**config.mk**
```make
export PLATFORM = sky130hd
export DESIGN_NAME = batch_top
export DESIGN_NICKNAME = d
export VERILOG_FILES = /design/src/verilog/batch_pkg.sv /design/src/verilog/batch_buf_if.sv /design/src/verilog/batch_buffer.sv /design/src/verilog/batch_control.sv /design/src/verilog/batch_stats.sv /design/src/verilog/batch_top.sv
export VERILOG_INCLUDE_DIRS = /design/src /design/src/verilog
export SDC_FILE = /design/constraint.sdc
export NUM_CORES = 1
export LEC_CHECK = 0
export ABC_CLOCK_PERIOD_IN_PS = 31000
export BUFFER_PORTS_ARGS = -buffer_cell sky130_fd_sc_hd__buf_4
export CAP_MARGIN = 20
export CORE_MARGIN = 2
export CORE_UTILIZATION = 39
export CTS_BUF_LIST = sky130_fd_sc_hd__clkbuf_16
export DETAILED_ROUTE_END_ITERATION = 10
export HOLD_SLACK_MARGIN = 0.08
export PLACE_DENSITY = 0.56
export SLEW_MARGIN = 20
export SYNTH_ARGS = -nofsm -noshare
export SYNTH_HDL_FRONTEND = slang
export SYNTH_SLANG_ARGS = --single-unit
```
**constraint.sdc**
```tcl
create_clock -name clk -period 31 [get_ports clk]
set_input_delay 6.2 -clock clk [delete_from_list [all_inputs] [get_ports clk]]
set_output_delay 6.2 -clock clk [all_outputs]
set_load 0.005 [all_outputs]
```
**src/verilog/batch_macros.svh**
```systemverilog
`ifndef BATCH_MACROS_SVH
`define BATCH_MACROS_SVH

// Transaction field widths
`define BATCH_ID_WIDTH 64
`define BATCH_DEP_WIDTH 16

// Batch geometry
`define BATCH_MAX_SIZE 8
// Holds 0..BATCH_MAX_SIZE inclusive
`define BATCH_COUNT_WIDTH 4
`define BATCH_MIN_SIZE 2

// Idle cycles before a batch with enough entries is closed
`define BATCH_TIMEOUT_CYCLES 20

// Consecutive back-pressured cycles that mark a batch as stalled
`define BATCH_STALL_LIMIT 12

// Statistics counters
`define BATCH_STAT_WIDTH 32

`endif

```
**src/verilog/batch_pkg.sv**
```systemverilog
`include "batch_macros.svh"

package batch_pkg;

    // One queued transaction, owner ID in the upper bits
    typedef struct packed {
        logic [`BATCH_ID_WIDTH-1:0]  owner_program_id;
        logic [`BATCH_DEP_WIDTH-1:0] read_deps;
        logic [`BATCH_DEP_WIDTH-1:0] write_deps;
    } txn_t;

    // Controller states
    typedef enum logic [1:0] {
        IDLE    = 2'b00,
        COLLECT = 2'b01,
        OUTPUT  = 2'b10
    } batch_state_e;

endpackage

```
**src/verilog/batch_buf_if.sv**
```systemverilog
`include "batch_macros.svh"

interface batch_buf_if;

    // Write side strobes from the controller
    logic              push;
    batch_pkg::txn_t   push_txn;
    logic              pop;
    logic              clear;

    // Buffer status
    logic [`BATCH_COUNT_WIDTH-1:0] count;
    batch_pkg::txn_t               head_txn;
    // Read index sits on the final stored entry
    logic                          last;

    modport ctrl (
        output push,
        output push_txn,
        output pop,
        output clear,
        input  count,
        input  last
    );

    // Storage side
    modport buffer (
        input  push,
        input  push_txn,
        input  pop,
        input  clear,
        output count,
        output head_txn,
        output last
    );

endinterface

```
**src/verilog/batch_buffer.sv**
```systemverilog
`include "batch_macros.svh"

module batch_buffer (
    input logic         clk,
    input logic         rst_n,
    batch_buf_if.buffer buf_port
);

    localparam int CW = `BATCH_COUNT_WIDTH;
    // Address bits for BATCH_MAX_SIZE entries
    localparam int AW = CW - 1;

    batch_pkg::txn_t entries [0:`BATCH_MAX_SIZE-1];

    logic [CW-1:0] wr_count;
    logic [CW-1:0] rd_idx;
    logic [AW-1:0] wr_addr;
    logic [AW-1:0] rd_addr;

    assign wr_addr = wr_count[AW-1:0];
    assign rd_addr = rd_idx[AW-1:0];

    // Entry storage, written at the current count
    always_ff @(posedge clk) begin
        if (buf_port.push) begin
            entries[wr_addr] <= buf_port.push_txn;
        end
    end

    // Write count and read index
    always_ff @(posedge clk or negedge rst_n) begin
        if (!rst_n) begin
            wr_count <= '0;
            rd_idx   <= '0;
        end else if (buf_port.clear) begin
            wr_count <= '0;
            rd_idx   <= '0;
        end else begin
            if (buf_port.push) begin
                wr_count <= wr_count + 1'b1;
            end
            if (buf_port.pop) begin
                rd_idx <= rd_idx + 1'b1;
            end
        end
    end

    assign buf_port.count    = wr_count;
    assign buf_port.head_txn = entries[rd_addr];
    // Empty buffer never reports last
    assign buf_port.last     = (wr_count != '0) && (rd_idx + 1'b1 == wr_count);

endmodule

```
**src/verilog/batch_control.sv**
```systemverilog
`include "batch_macros.svh"

module batch_control (
    input  logic            clk,
    input  logic            rst_n,
    input  logic            s_valid,
    input  batch_pkg::txn_t s_txn,
    output logic            s_ready,
    output logic            m_valid,
    input  logic            m_ready,
    output logic            batch_completed,
    batch_buf_if.ctrl       buf_port
);

    localparam int CW = `BATCH_COUNT_WIDTH;
    // Idle counter must reach the extended limit
    localparam int IW = $clog2(2 * `BATCH_TIMEOUT_CYCLES + 1);

    localparam logic [IW-1:0] NORMAL_LIMIT   = IW'(`BATCH_TIMEOUT_CYCLES);
    localparam logic [IW-1:0] EXTENDED_LIMIT = IW'(2 * `BATCH_TIMEOUT_CYCLES);
    localparam logic [CW-1:0] MAX_COUNT      = CW'(`BATCH_MAX_SIZE);
    localparam logic [CW-1:0] MIN_COUNT      = CW'(`BATCH_MIN_SIZE);

    batch_pkg::batch_state_e state;

    logic          accept;
    logic          beat;
    logic          fill;
    logic          timeout_hit;
    logic [IW-1:0] idle_cnt;

    // Input open while collecting and not full
    assign s_ready = (state == batch_pkg::IDLE) ||
                     ((state == batch_pkg::COLLECT) && (buf_port.count < MAX_COUNT));
    assign m_valid = (state == batch_pkg::OUTPUT);

    assign accept = s_valid && s_ready;
    assign beat   = m_valid && m_ready;

    // This accept takes the last free slot
    assign fill = accept && (buf_port.count == MAX_COUNT - 1'b1);

    // Small batches wait twice as long
    always_comb begin
        if (buf_port.count >= MIN_COUNT) begin
            timeout_hit = (idle_cnt == NORMAL_LIMIT);
        end else begin
            timeout_hit = (idle_cnt == EXTENDED_LIMIT);
        end
    end

    assign buf_port.push     = accept;
    assign buf_port.push_txn = s_txn;
    assign buf_port.pop      = beat;
    assign buf_port.clear    = beat && buf_port.last;

    always_ff @(posedge clk or negedge rst_n) begin
        if (!rst_n) begin
            state           <= batch_pkg::IDLE;
            idle_cnt        <= '0;
            batch_completed <= 1'b0;
        end else begin
            batch_completed <= beat && buf_port.last;

            case (state)
                batch_pkg::IDLE: begin
                    idle_cnt <= '0;
                    if (accept) begin
                        state <= batch_pkg::COLLECT;
                    end
                end

                batch_pkg::COLLECT: begin
                    if (accept) begin
                        // Every arrival restarts the idle count
                        idle_cnt <= '0;
                        if (fill) begin
                            state <= batch_pkg::OUTPUT;
                        end
                    end else if (timeout_hit) begin
                        idle_cnt <= '0;
                        state    <= batch_pkg::OUTPUT;
                    end else begin
                        idle_cnt <= idle_cnt + 1'b1;
                    end
                end

                batch_pkg::OUTPUT: begin
                    // No timeout here, wait out back-pressure
                    if (beat && buf_port.last) begin
                        state <= batch_pkg::IDLE;
                    end
                end

                default: begin
                    state <= batch_pkg::IDLE;
                end
            endcase
        end
    end

endmodule

```
**src/verilog/batch_stats.sv**
```systemverilog
`include "batch_macros.svh"

module batch_stats (
    input  logic                         clk,
    input  logic                         rst_n,
    input  logic                         m_valid,
    input  logic                         m_ready,
    input  logic                         batch_completed,
    output logic [`BATCH_STAT_WIDTH-1:0] transactions_batched,
    output logic [`BATCH_STAT_WIDTH-1:0] batch_stall_count
);

    localparam int RW = $clog2(`BATCH_STALL_LIMIT + 1);

    localparam logic [RW-1:0] RUN_LIMIT = RW'(`BATCH_STALL_LIMIT);

    logic          stalled;
    logic [RW-1:0] stall_run;
    // Current batch already counted as stalled
    logic          stall_seen;

    assign stalled = m_valid && !m_ready;

    always_ff @(posedge clk or negedge rst_n) begin
        if (!rst_n) begin
            transactions_batched <= '0;
            batch_stall_count    <= '0;
            stall_run            <= '0;
            stall_seen           <= 1'b0;
        end else begin
            if (m_valid && m_ready) begin
                transactions_batched <= transactions_batched + 1'b1;
            end

            if (stalled) begin
                // Saturate so long stalls do not wrap
                if (stall_run != RUN_LIMIT) begin
                    stall_run <= stall_run + 1'b1;
                end
            end else begin
                stall_run <= '0;
            end

            if (batch_completed) begin
                stall_seen <= 1'b0;
            end else if (stalled && !stall_seen && (stall_run == RUN_LIMIT - 1'b1)) begin
                stall_seen        <= 1'b1;
                batch_stall_count <= batch_stall_count + 1'b1;
            end
        end
    end

endmodule

```
**src/verilog/batch_top.sv**
```systemverilog
`include "batch_macros.svh"

module batch_top (
    input  logic                         clk,
    input  logic                         rst_n,

    // Input stream
    input  logic                         s_valid,
    output logic                         s_ready,
    input  logic [`BATCH_ID_WIDTH-1:0]   s_owner_program_id,
    input  logic [`BATCH_DEP_WIDTH-1:0]  s_read_deps,
    input  logic [`BATCH_DEP_WIDTH-1:0]  s_write_deps,

    // Output stream
    output logic                         m_valid,
    input  logic                         m_ready,
    output logic [`BATCH_ID_WIDTH-1:0]   m_owner_program_id,
    output logic [`BATCH_DEP_WIDTH-1:0]  m_read_deps,
    output logic [`BATCH_DEP_WIDTH-1:0]  m_write_deps,

    output logic                         batch_completed,
    output logic [`BATCH_STAT_WIDTH-1:0] transactions_batched,
    output logic [`BATCH_STAT_WIDTH-1:0] batch_stall_count
);

    batch_pkg::txn_t s_txn;

    batch_buf_if buf_bus ();

    // Pack input fields, unpack the head entry
    assign s_txn.owner_program_id = s_owner_program_id;
    assign s_txn.read_deps        = s_read_deps;
    assign s_txn.write_deps       = s_write_deps;

    assign m_owner_program_id = buf_bus.head_txn.owner_program_id;
    assign m_read_deps        = buf_bus.head_txn.read_deps;
    assign m_write_deps       = buf_bus.head_txn.write_deps;

    batch_control control_i (
        .clk             (clk),
        .rst_n           (rst_n),
        .s_valid         (s_valid),
        .s_txn           (s_txn),
        .s_ready         (s_ready),
        .m_valid         (m_valid),
        .m_ready         (m_ready),
        .batch_completed (batch_completed),
        .buf_port        (buf_bus.ctrl)
    );

    batch_buffer buffer_i (
        .clk      (clk),
        .rst_n    (rst_n),
        .buf_port (buf_bus.buffer)
    );

    batch_stats stats_i (
        .clk                  (clk),
        .rst_n                (rst_n),
        .m_valid              (m_valid),
        .m_ready              (m_ready),
        .batch_completed      (batch_completed),
        .transactions_batched (transactions_batched),
        .batch_stall_count    (batch_stall_count)
    );

endmodule
```
After elaboration in Yosys (flattened, before gate mapping):

Memories as Yosys holds them, arrays and structs flattened.
Cells that the tools add are included.

* add/subtract/negate cells: 6
* magnitude comparators: 2
* equality and inequality tests: 13
* mux-type cells: 20
* bitwise operators: 1
* reduce and logical (&&, ||, !) cells: 20

Operators by type and width (number)
* 32-bit by 1-bit adder with 32-bit output, second input constant: 2
* 4-bit two-way mux: 6
* 4-bit by 1-bit adder with 4-bit output, second input constant: 3
* 6-bit two-way mux: 2
* 6-bit one-hot mux with 2 select lines: 1
* 2-bit two-way mux: 5
* 1-bit logical AND: 9
* 2-bit nonzero test: 4
* 6-bit by 1-bit adder with 6-bit output, second input constant: 1
* 6-bit by 5-bit == test with 1-bit output, second input constant: 1
* 6-bit == test, second input constant: 1
* 2-bit one-hot mux with 3 select lines: 1
* 1-bit two-way mux: 5
* 4-bit by 3-bit == test with 1-bit output, second input constant: 1
* 4-bit == test: 1
* 4-bit == test, second input constant: 1
* 4-bit by 2-bit greater-or-equal comparator with 1-bit output, second input constant: 1
* 4-bit < comparator, second input constant: 1
* 2-bit != test, second input constant: 2
* 4-bit != test, second input constant: 1
* 4-bit AND reduction: 1
* 4-bit nonzero test: 1
* 3-bit by 1-bit != test with 1-bit output, second input constant: 1
* 3-bit != test, second input constant: 1
* 8 further kinds: 9

* register bits: 86
* RAM bits: 768
* input bits: 100
* output and inout port bits: 163
* memories kept: 1

Memory list
* buffer_i.entries: words 8, bits a word 96, rd ports 1, clocked after memory_dff 0, write ports 1, RTL line batch_buffer.sv:13 `` batch_pkg::txn_t entries [0:`BATCH_MAX_SIZE-1]; ``

Depth between registers and ports, before layout:

* word-level depth: 8
* depth in mapped cells: 8

Hierarchy:

A second synthesis with hierarchy kept.

* cells, all modules: 1609
* area, all modules: 33808.7 µm²

Modules (own cells, without submodules)
* batch_buffer: times used 1, cells an instance 1171, area each 29404.5 µm²
* batch_stats: times used 1, cells an instance 273, area each 3089.2 µm²
* batch_control: times used 1, cells an instance 165, area each 1315.0 µm²

Least setup slack after synthesis:

OpenSTA, ideal clock, no wires.

* kind: input-to-reg
* start: input port s_valid
* end: memory buffer_i.entries[0][0] (netlist bit) (enable)
* library setup time: 0.786 ns
* arrival: 15.385 ns
* required time: 30.214 ns
* setup slack: 14.828 ns
* cell stages on the path: 2
* path buffers: 0
* path through: nand2_1 nor4_1

* word-level cells in the longest chain between the ends: 3

Ends and longest elaborated chain
* from (decl): RTL line batch_top.sv:8 `input logic s_valid,`
* 1-bit logical AND: RTL line batch_control.sv:37 `assign accept = s_valid && s_ready;`
* 1-bit two-way mux: RTL line batch_buffer.sv:25 `if (buf_port.push) begin`
* 1-bit two-way mux (not written as such): RTL line batch_buffer.sv:26 `entries[wr_addr] <= buf_port.push_txn;`
* to (decl): RTL line batch_buffer.sv:13

Every way passes these cells.

Final worst setup path:

* start: register buffer_i.rd_idx[0]
* end: output port m_write_deps[2]

* word-level cells in the longest chain between the ends: 1

Ends and longest elaborated chain
* from (decl): RTL line batch_buffer.sv:16 `logic [CW-1:0] rd_idx;`
* from (signal assigned): RTL line batch_buffer.sv:43 `rd_idx <= rd_idx + 1'b1;`
* memory 8 x 96 bit
* to (decl): RTL line batch_top.sv:19 `` output logic [`BATCH_DEP_WIDTH-1:0] m_write_deps, ``

Every way passes these cells.

==> impl_metrics.py <==
metrics = {
    "status": {
        "outcome": "finished clean",
    },
    "clocking": {
        "cts_root_buf": "clkbuf_16",
        "cts_tree": "done",
        "cts_setup_buffers": 0,
        "cts_buffer_depth": 3,
        "htree_levels": 3,
        "clk_pin_slew_worst_paths_ns": 0.06,
        "cts_hold_buf": 0,
        "postCtsResizedCells": 0,
        "clkSinkCount": 854,
        "cts_buffers": 90,
        "clk_latency_ns": 0.64,
    },
    "global_route": {
        "grt_pass1_wl_um": 104000,
        "first_global_vias": 16510,
        "antenna_found_initial": 9,
        "grt_usage_pct": 16.15,
        "grt_max_degree": 97,
        "overflow": 0,
    },
    "min_path": {
        "hp-class": "register to register",
    },
    "cells_and_area": {
        "synthToLayoutAreaGrowth_pct": 19.57,
        "fin_util_pct": 47.00,
        "fillers": 6945,
        "nets": 1943,
        "finalNonFillerCells": 2989,
        "final_area_um2": 39210,
        "drive_gt1_share_pct": 38.35,
    },
    "placed_design": {
        "dp_hpwl_um": 37450,
        "io_buffers": 262,
        "place_congestion": 0.7633,
        "place_area_um2": 36160,
        "place_inst": 2821,
        "pre_cts_slack_ns": 21.29,
    },
    "worst_setup_path": {
        "cp_common_cell": "buf_4",
        "cp.arrival_ns": 3.94,
        "path_cells": "buf_4 -> buf_4 -> mux4_2 -> mux2_2 -> buf_4",
        "worstSetupStartpointType": "register",
        "cp_top_family": "buffers and inverters",
        "required_ns": 24.80,
        "worst-path-buf-inv": 3,
        "crit_path_max_fanout": 44,
        "slowest_delay_ns": 0.83,
        "slowest_stage": "dfrtp_4",
        "worstSetupPathType": "register to output pin",
        "crit_path_end_kind": "output pin",
    },
    "timing": {
        "finalSetupTns_ns": 0,
        "setup_slack_ns": 20.86,
        "worst_slew_pin_slew_ns": 1.035,
        "fin_skew_ns": 0.03267,
        "hold_violations": 0,
        "setup_viol": 0,
        "rsz0062_at_grt": "no",
        "min_period_ns": 10.14,
        "max_freq_mhz": 98.64,
        "whs_ns": 0.4806,
        "maxSlewViolCount": 0,
        "finalCritPeriodShare_pct": 32.70,
        "slew_headroom_pct": 31.01,
    },
    "die": {
        "core.rowCount": 106,
        "die_area_um2": 86410,
        "initial_core_util_pct": 39.30,
        "core_area_um2": 83420,
        "pin_count": 263,
        "die_w_um": 294.0,
        "fp.dieH_um": 294.0,
    },
    "synth": {
        "yosysWarnings": 0,
        "ys_top_cells_by_area": "edfxtp_1 70%, mux4_2 13%, dfrtp_1 6.6%, mux2_2 3.3%, xnor2_1 1.2%",
        "syn_avg_cell_area_um2": 21.70,
        "yosys_most_used_dff": "edfxtp_1",
        "netlist_area_um2": 32790,
        "synth_area_leader_cell": "edfxtp_1",
        "synth_edf_count": 768,
        "yosysUniqueCellTypes": 45,
        "synth_fp_nets": 1621,
        "syn_inst": 1511,
        "synth_top_area_share_pct": 70.34,
        "synth_seq_cells": 854,
        "ys_async_sr_fraction_pct": 10.07,
        "synth_commonest_cells": "768 x edfxtp_1, 192 x mux4_2, 97 x mux2_2, 86 x dfrtp_1, 51 x nand2_1",
        "yosysMostFrequentCell": "edfxtp_1",
        "yosysSeqAreaShare_pct": 76.90,
    },
    "pwr": {
        "peakVddDrop_uv": 58.01,
        "clockPowerShare_pct": 32.4,
        "leakagePower_nw": 13.34,
        "p_seq_share_pct": 43.6,
        "intPower_mw": 2.467,
        "power_mw": 3.359,
        "comb_power_share_pct": 24.0,
        "p_sw_mw": 0.8913,
        "p_sw_share_pct": 26.54,
        "p_per_area_nw_per_um2": 85.67,
    },
    "drt": {
        "wl_per_cell_um": 23.32,
        "viasPerCell": 5.182,
        "drc": 0,
        "drtPass1Iterations": 5,
        "finalWirelength_um": 69710,
        "drt_iter0_drc": 1013,
        "num_vias": 15490,
        "drtAntennaViolNets": 0,
    },
    "run": {
        "maxCapViolations": 0,
    },
}
==> registers in the layout, indices dropped and copies added, names as in the netlist <==
name / flops
control_i.batch_completed: 1
buffer_i.buf_port.count: 4
buffer_i.rd_idx: 4
stats_i.stall_run: 4
stats_i.batch_stall_count: 32
stats_i.transactions_batched: 32
buffer_i.entries: 768
stats_i.stall_seen: 1
control_i.state: 2
control_i.idle_cnt: 6
==> path summary, 6_finish.rpt <==
check / start / end / slack, ns / cells after the start
setup reg to reg: control_i.state[1]$_DFFE_PN0P_ / buffer_i.entries[7][49]$_DFFE_PP_ / 27.65 / 5
setup / recovery: buffer_i.rd_idx[0]$_DFFE_PN0P_ / m_write_deps[2] / 20.86 / 5
hold / removal: stats_i.transactions_batched[31]$_DFFE_PN0P_ / stats_i.transactions_batched[31]$_DFFE_PN0P_ / 0.48 / 1
hold reg to reg: stats_i.transactions_batched[31]$_DFFE_PN0P_ / stats_i.transactions_batched[31]$_DFFE_PN0P_ / 0.48 / 1
max in group asynchronous: rst_n / buffer_i.rd_idx[2]$_DFFE_PN0P_ / 24.36 / 2
min in group asynchronous: rst_n / stats_i.batch_stall_count[16]$_DFFE_PN0P_ / 5.58 / 1
==> layout make-up <==
type                            instances  area, um^2  share of cell area, %
Tap cell                             1080        1351                  3.447
Antenna cell                            3       7.507                0.01915
Clock buffer                           92        2302                  5.872
Inverter                               14       52.55                 0.1340
Clock inverter                         73       730.7                  1.864
Multi-Input combinational cell        580        7323                  18.68
Sequential cell                       854       25230                  64.34
Timing Repair Buffer                  293        2212                  5.642
==> metal layers <==
| layer | part of all wire (%) | vias up | GRT usage, % |
|---|---|---|---|
| met1 | 42 | 8188 | 21.01 |
| li1 | - | 6837 | - |
| met2 | 49 | 358 | 26.32 |
| met3 | 7.1 | 93 | 4.796 |
| met4 | 2.0 | 12 | 4.729 |
| met5 | 0.11 | - | 0 |
==> layout by cell type, fill, tap and decap left out, drive strengths merged, types with 4 or more instances in the layout <==
| cell type | count |
|---|---|
| a21o | 4 |
| a21oi | 6 |
| and3 | 5 |
| and4 | 5 |
| buf | 293 |
| bufinv | 12 |
| clkbuf | 92 |
| clkinv | 37 |
| clkinvlp | 6 |
| dfrtp | 86 |
| edfxtp | 768 |
| ha | 10 |
| inv | 32 |
| mux2 | 97 |
| mux4 | 192 |
| nand2 | 51 |
| nand3 | 23 |
| nand4 | 15 |
| nor2 | 36 |
| nor3 | 16 |
| nor4 | 4 |
| o21ai | 7 |
| or3 | 9 |
| xnor2 | 47 |
| xor2 | 25 |
==> cell families after synthesis <==
kind of cell	count (synthesis)	share of synthesized area (%)
and+or+nand+nor	184	2.843
DFF	854	76.90
AOI/OAI and AO/OA	22	0.4045
xor gates and xnor gates	72	1.946
adders and majority gates	10	0.3816
muxes	292	16.61
buffers and inverters	77	0.9158
==> worst register-to-register path, cell delays in order (launching register included) <==
cell and delay (ns):
dfrtp_1 0.60, a21oi_1 0.34, and2_1 0.28, nand2_1 0.27, nor2_4 0.63, buf_4 0.80
==> power by group through the flow <==
stage	Clock, mW	Sequential [mW]	Combinational, mW
2_1_floorplan	0	1.47	0.517
3_3_place_gp	0	1.48	0.832
3_5_place_dp	0	1.49	0.834
4_1_cts	1.12	1.47	0.838
5_1_grt	1.16	1.48	0.877
6_report	1.09	1.46	0.807
(Power assumes the default switching activity.)
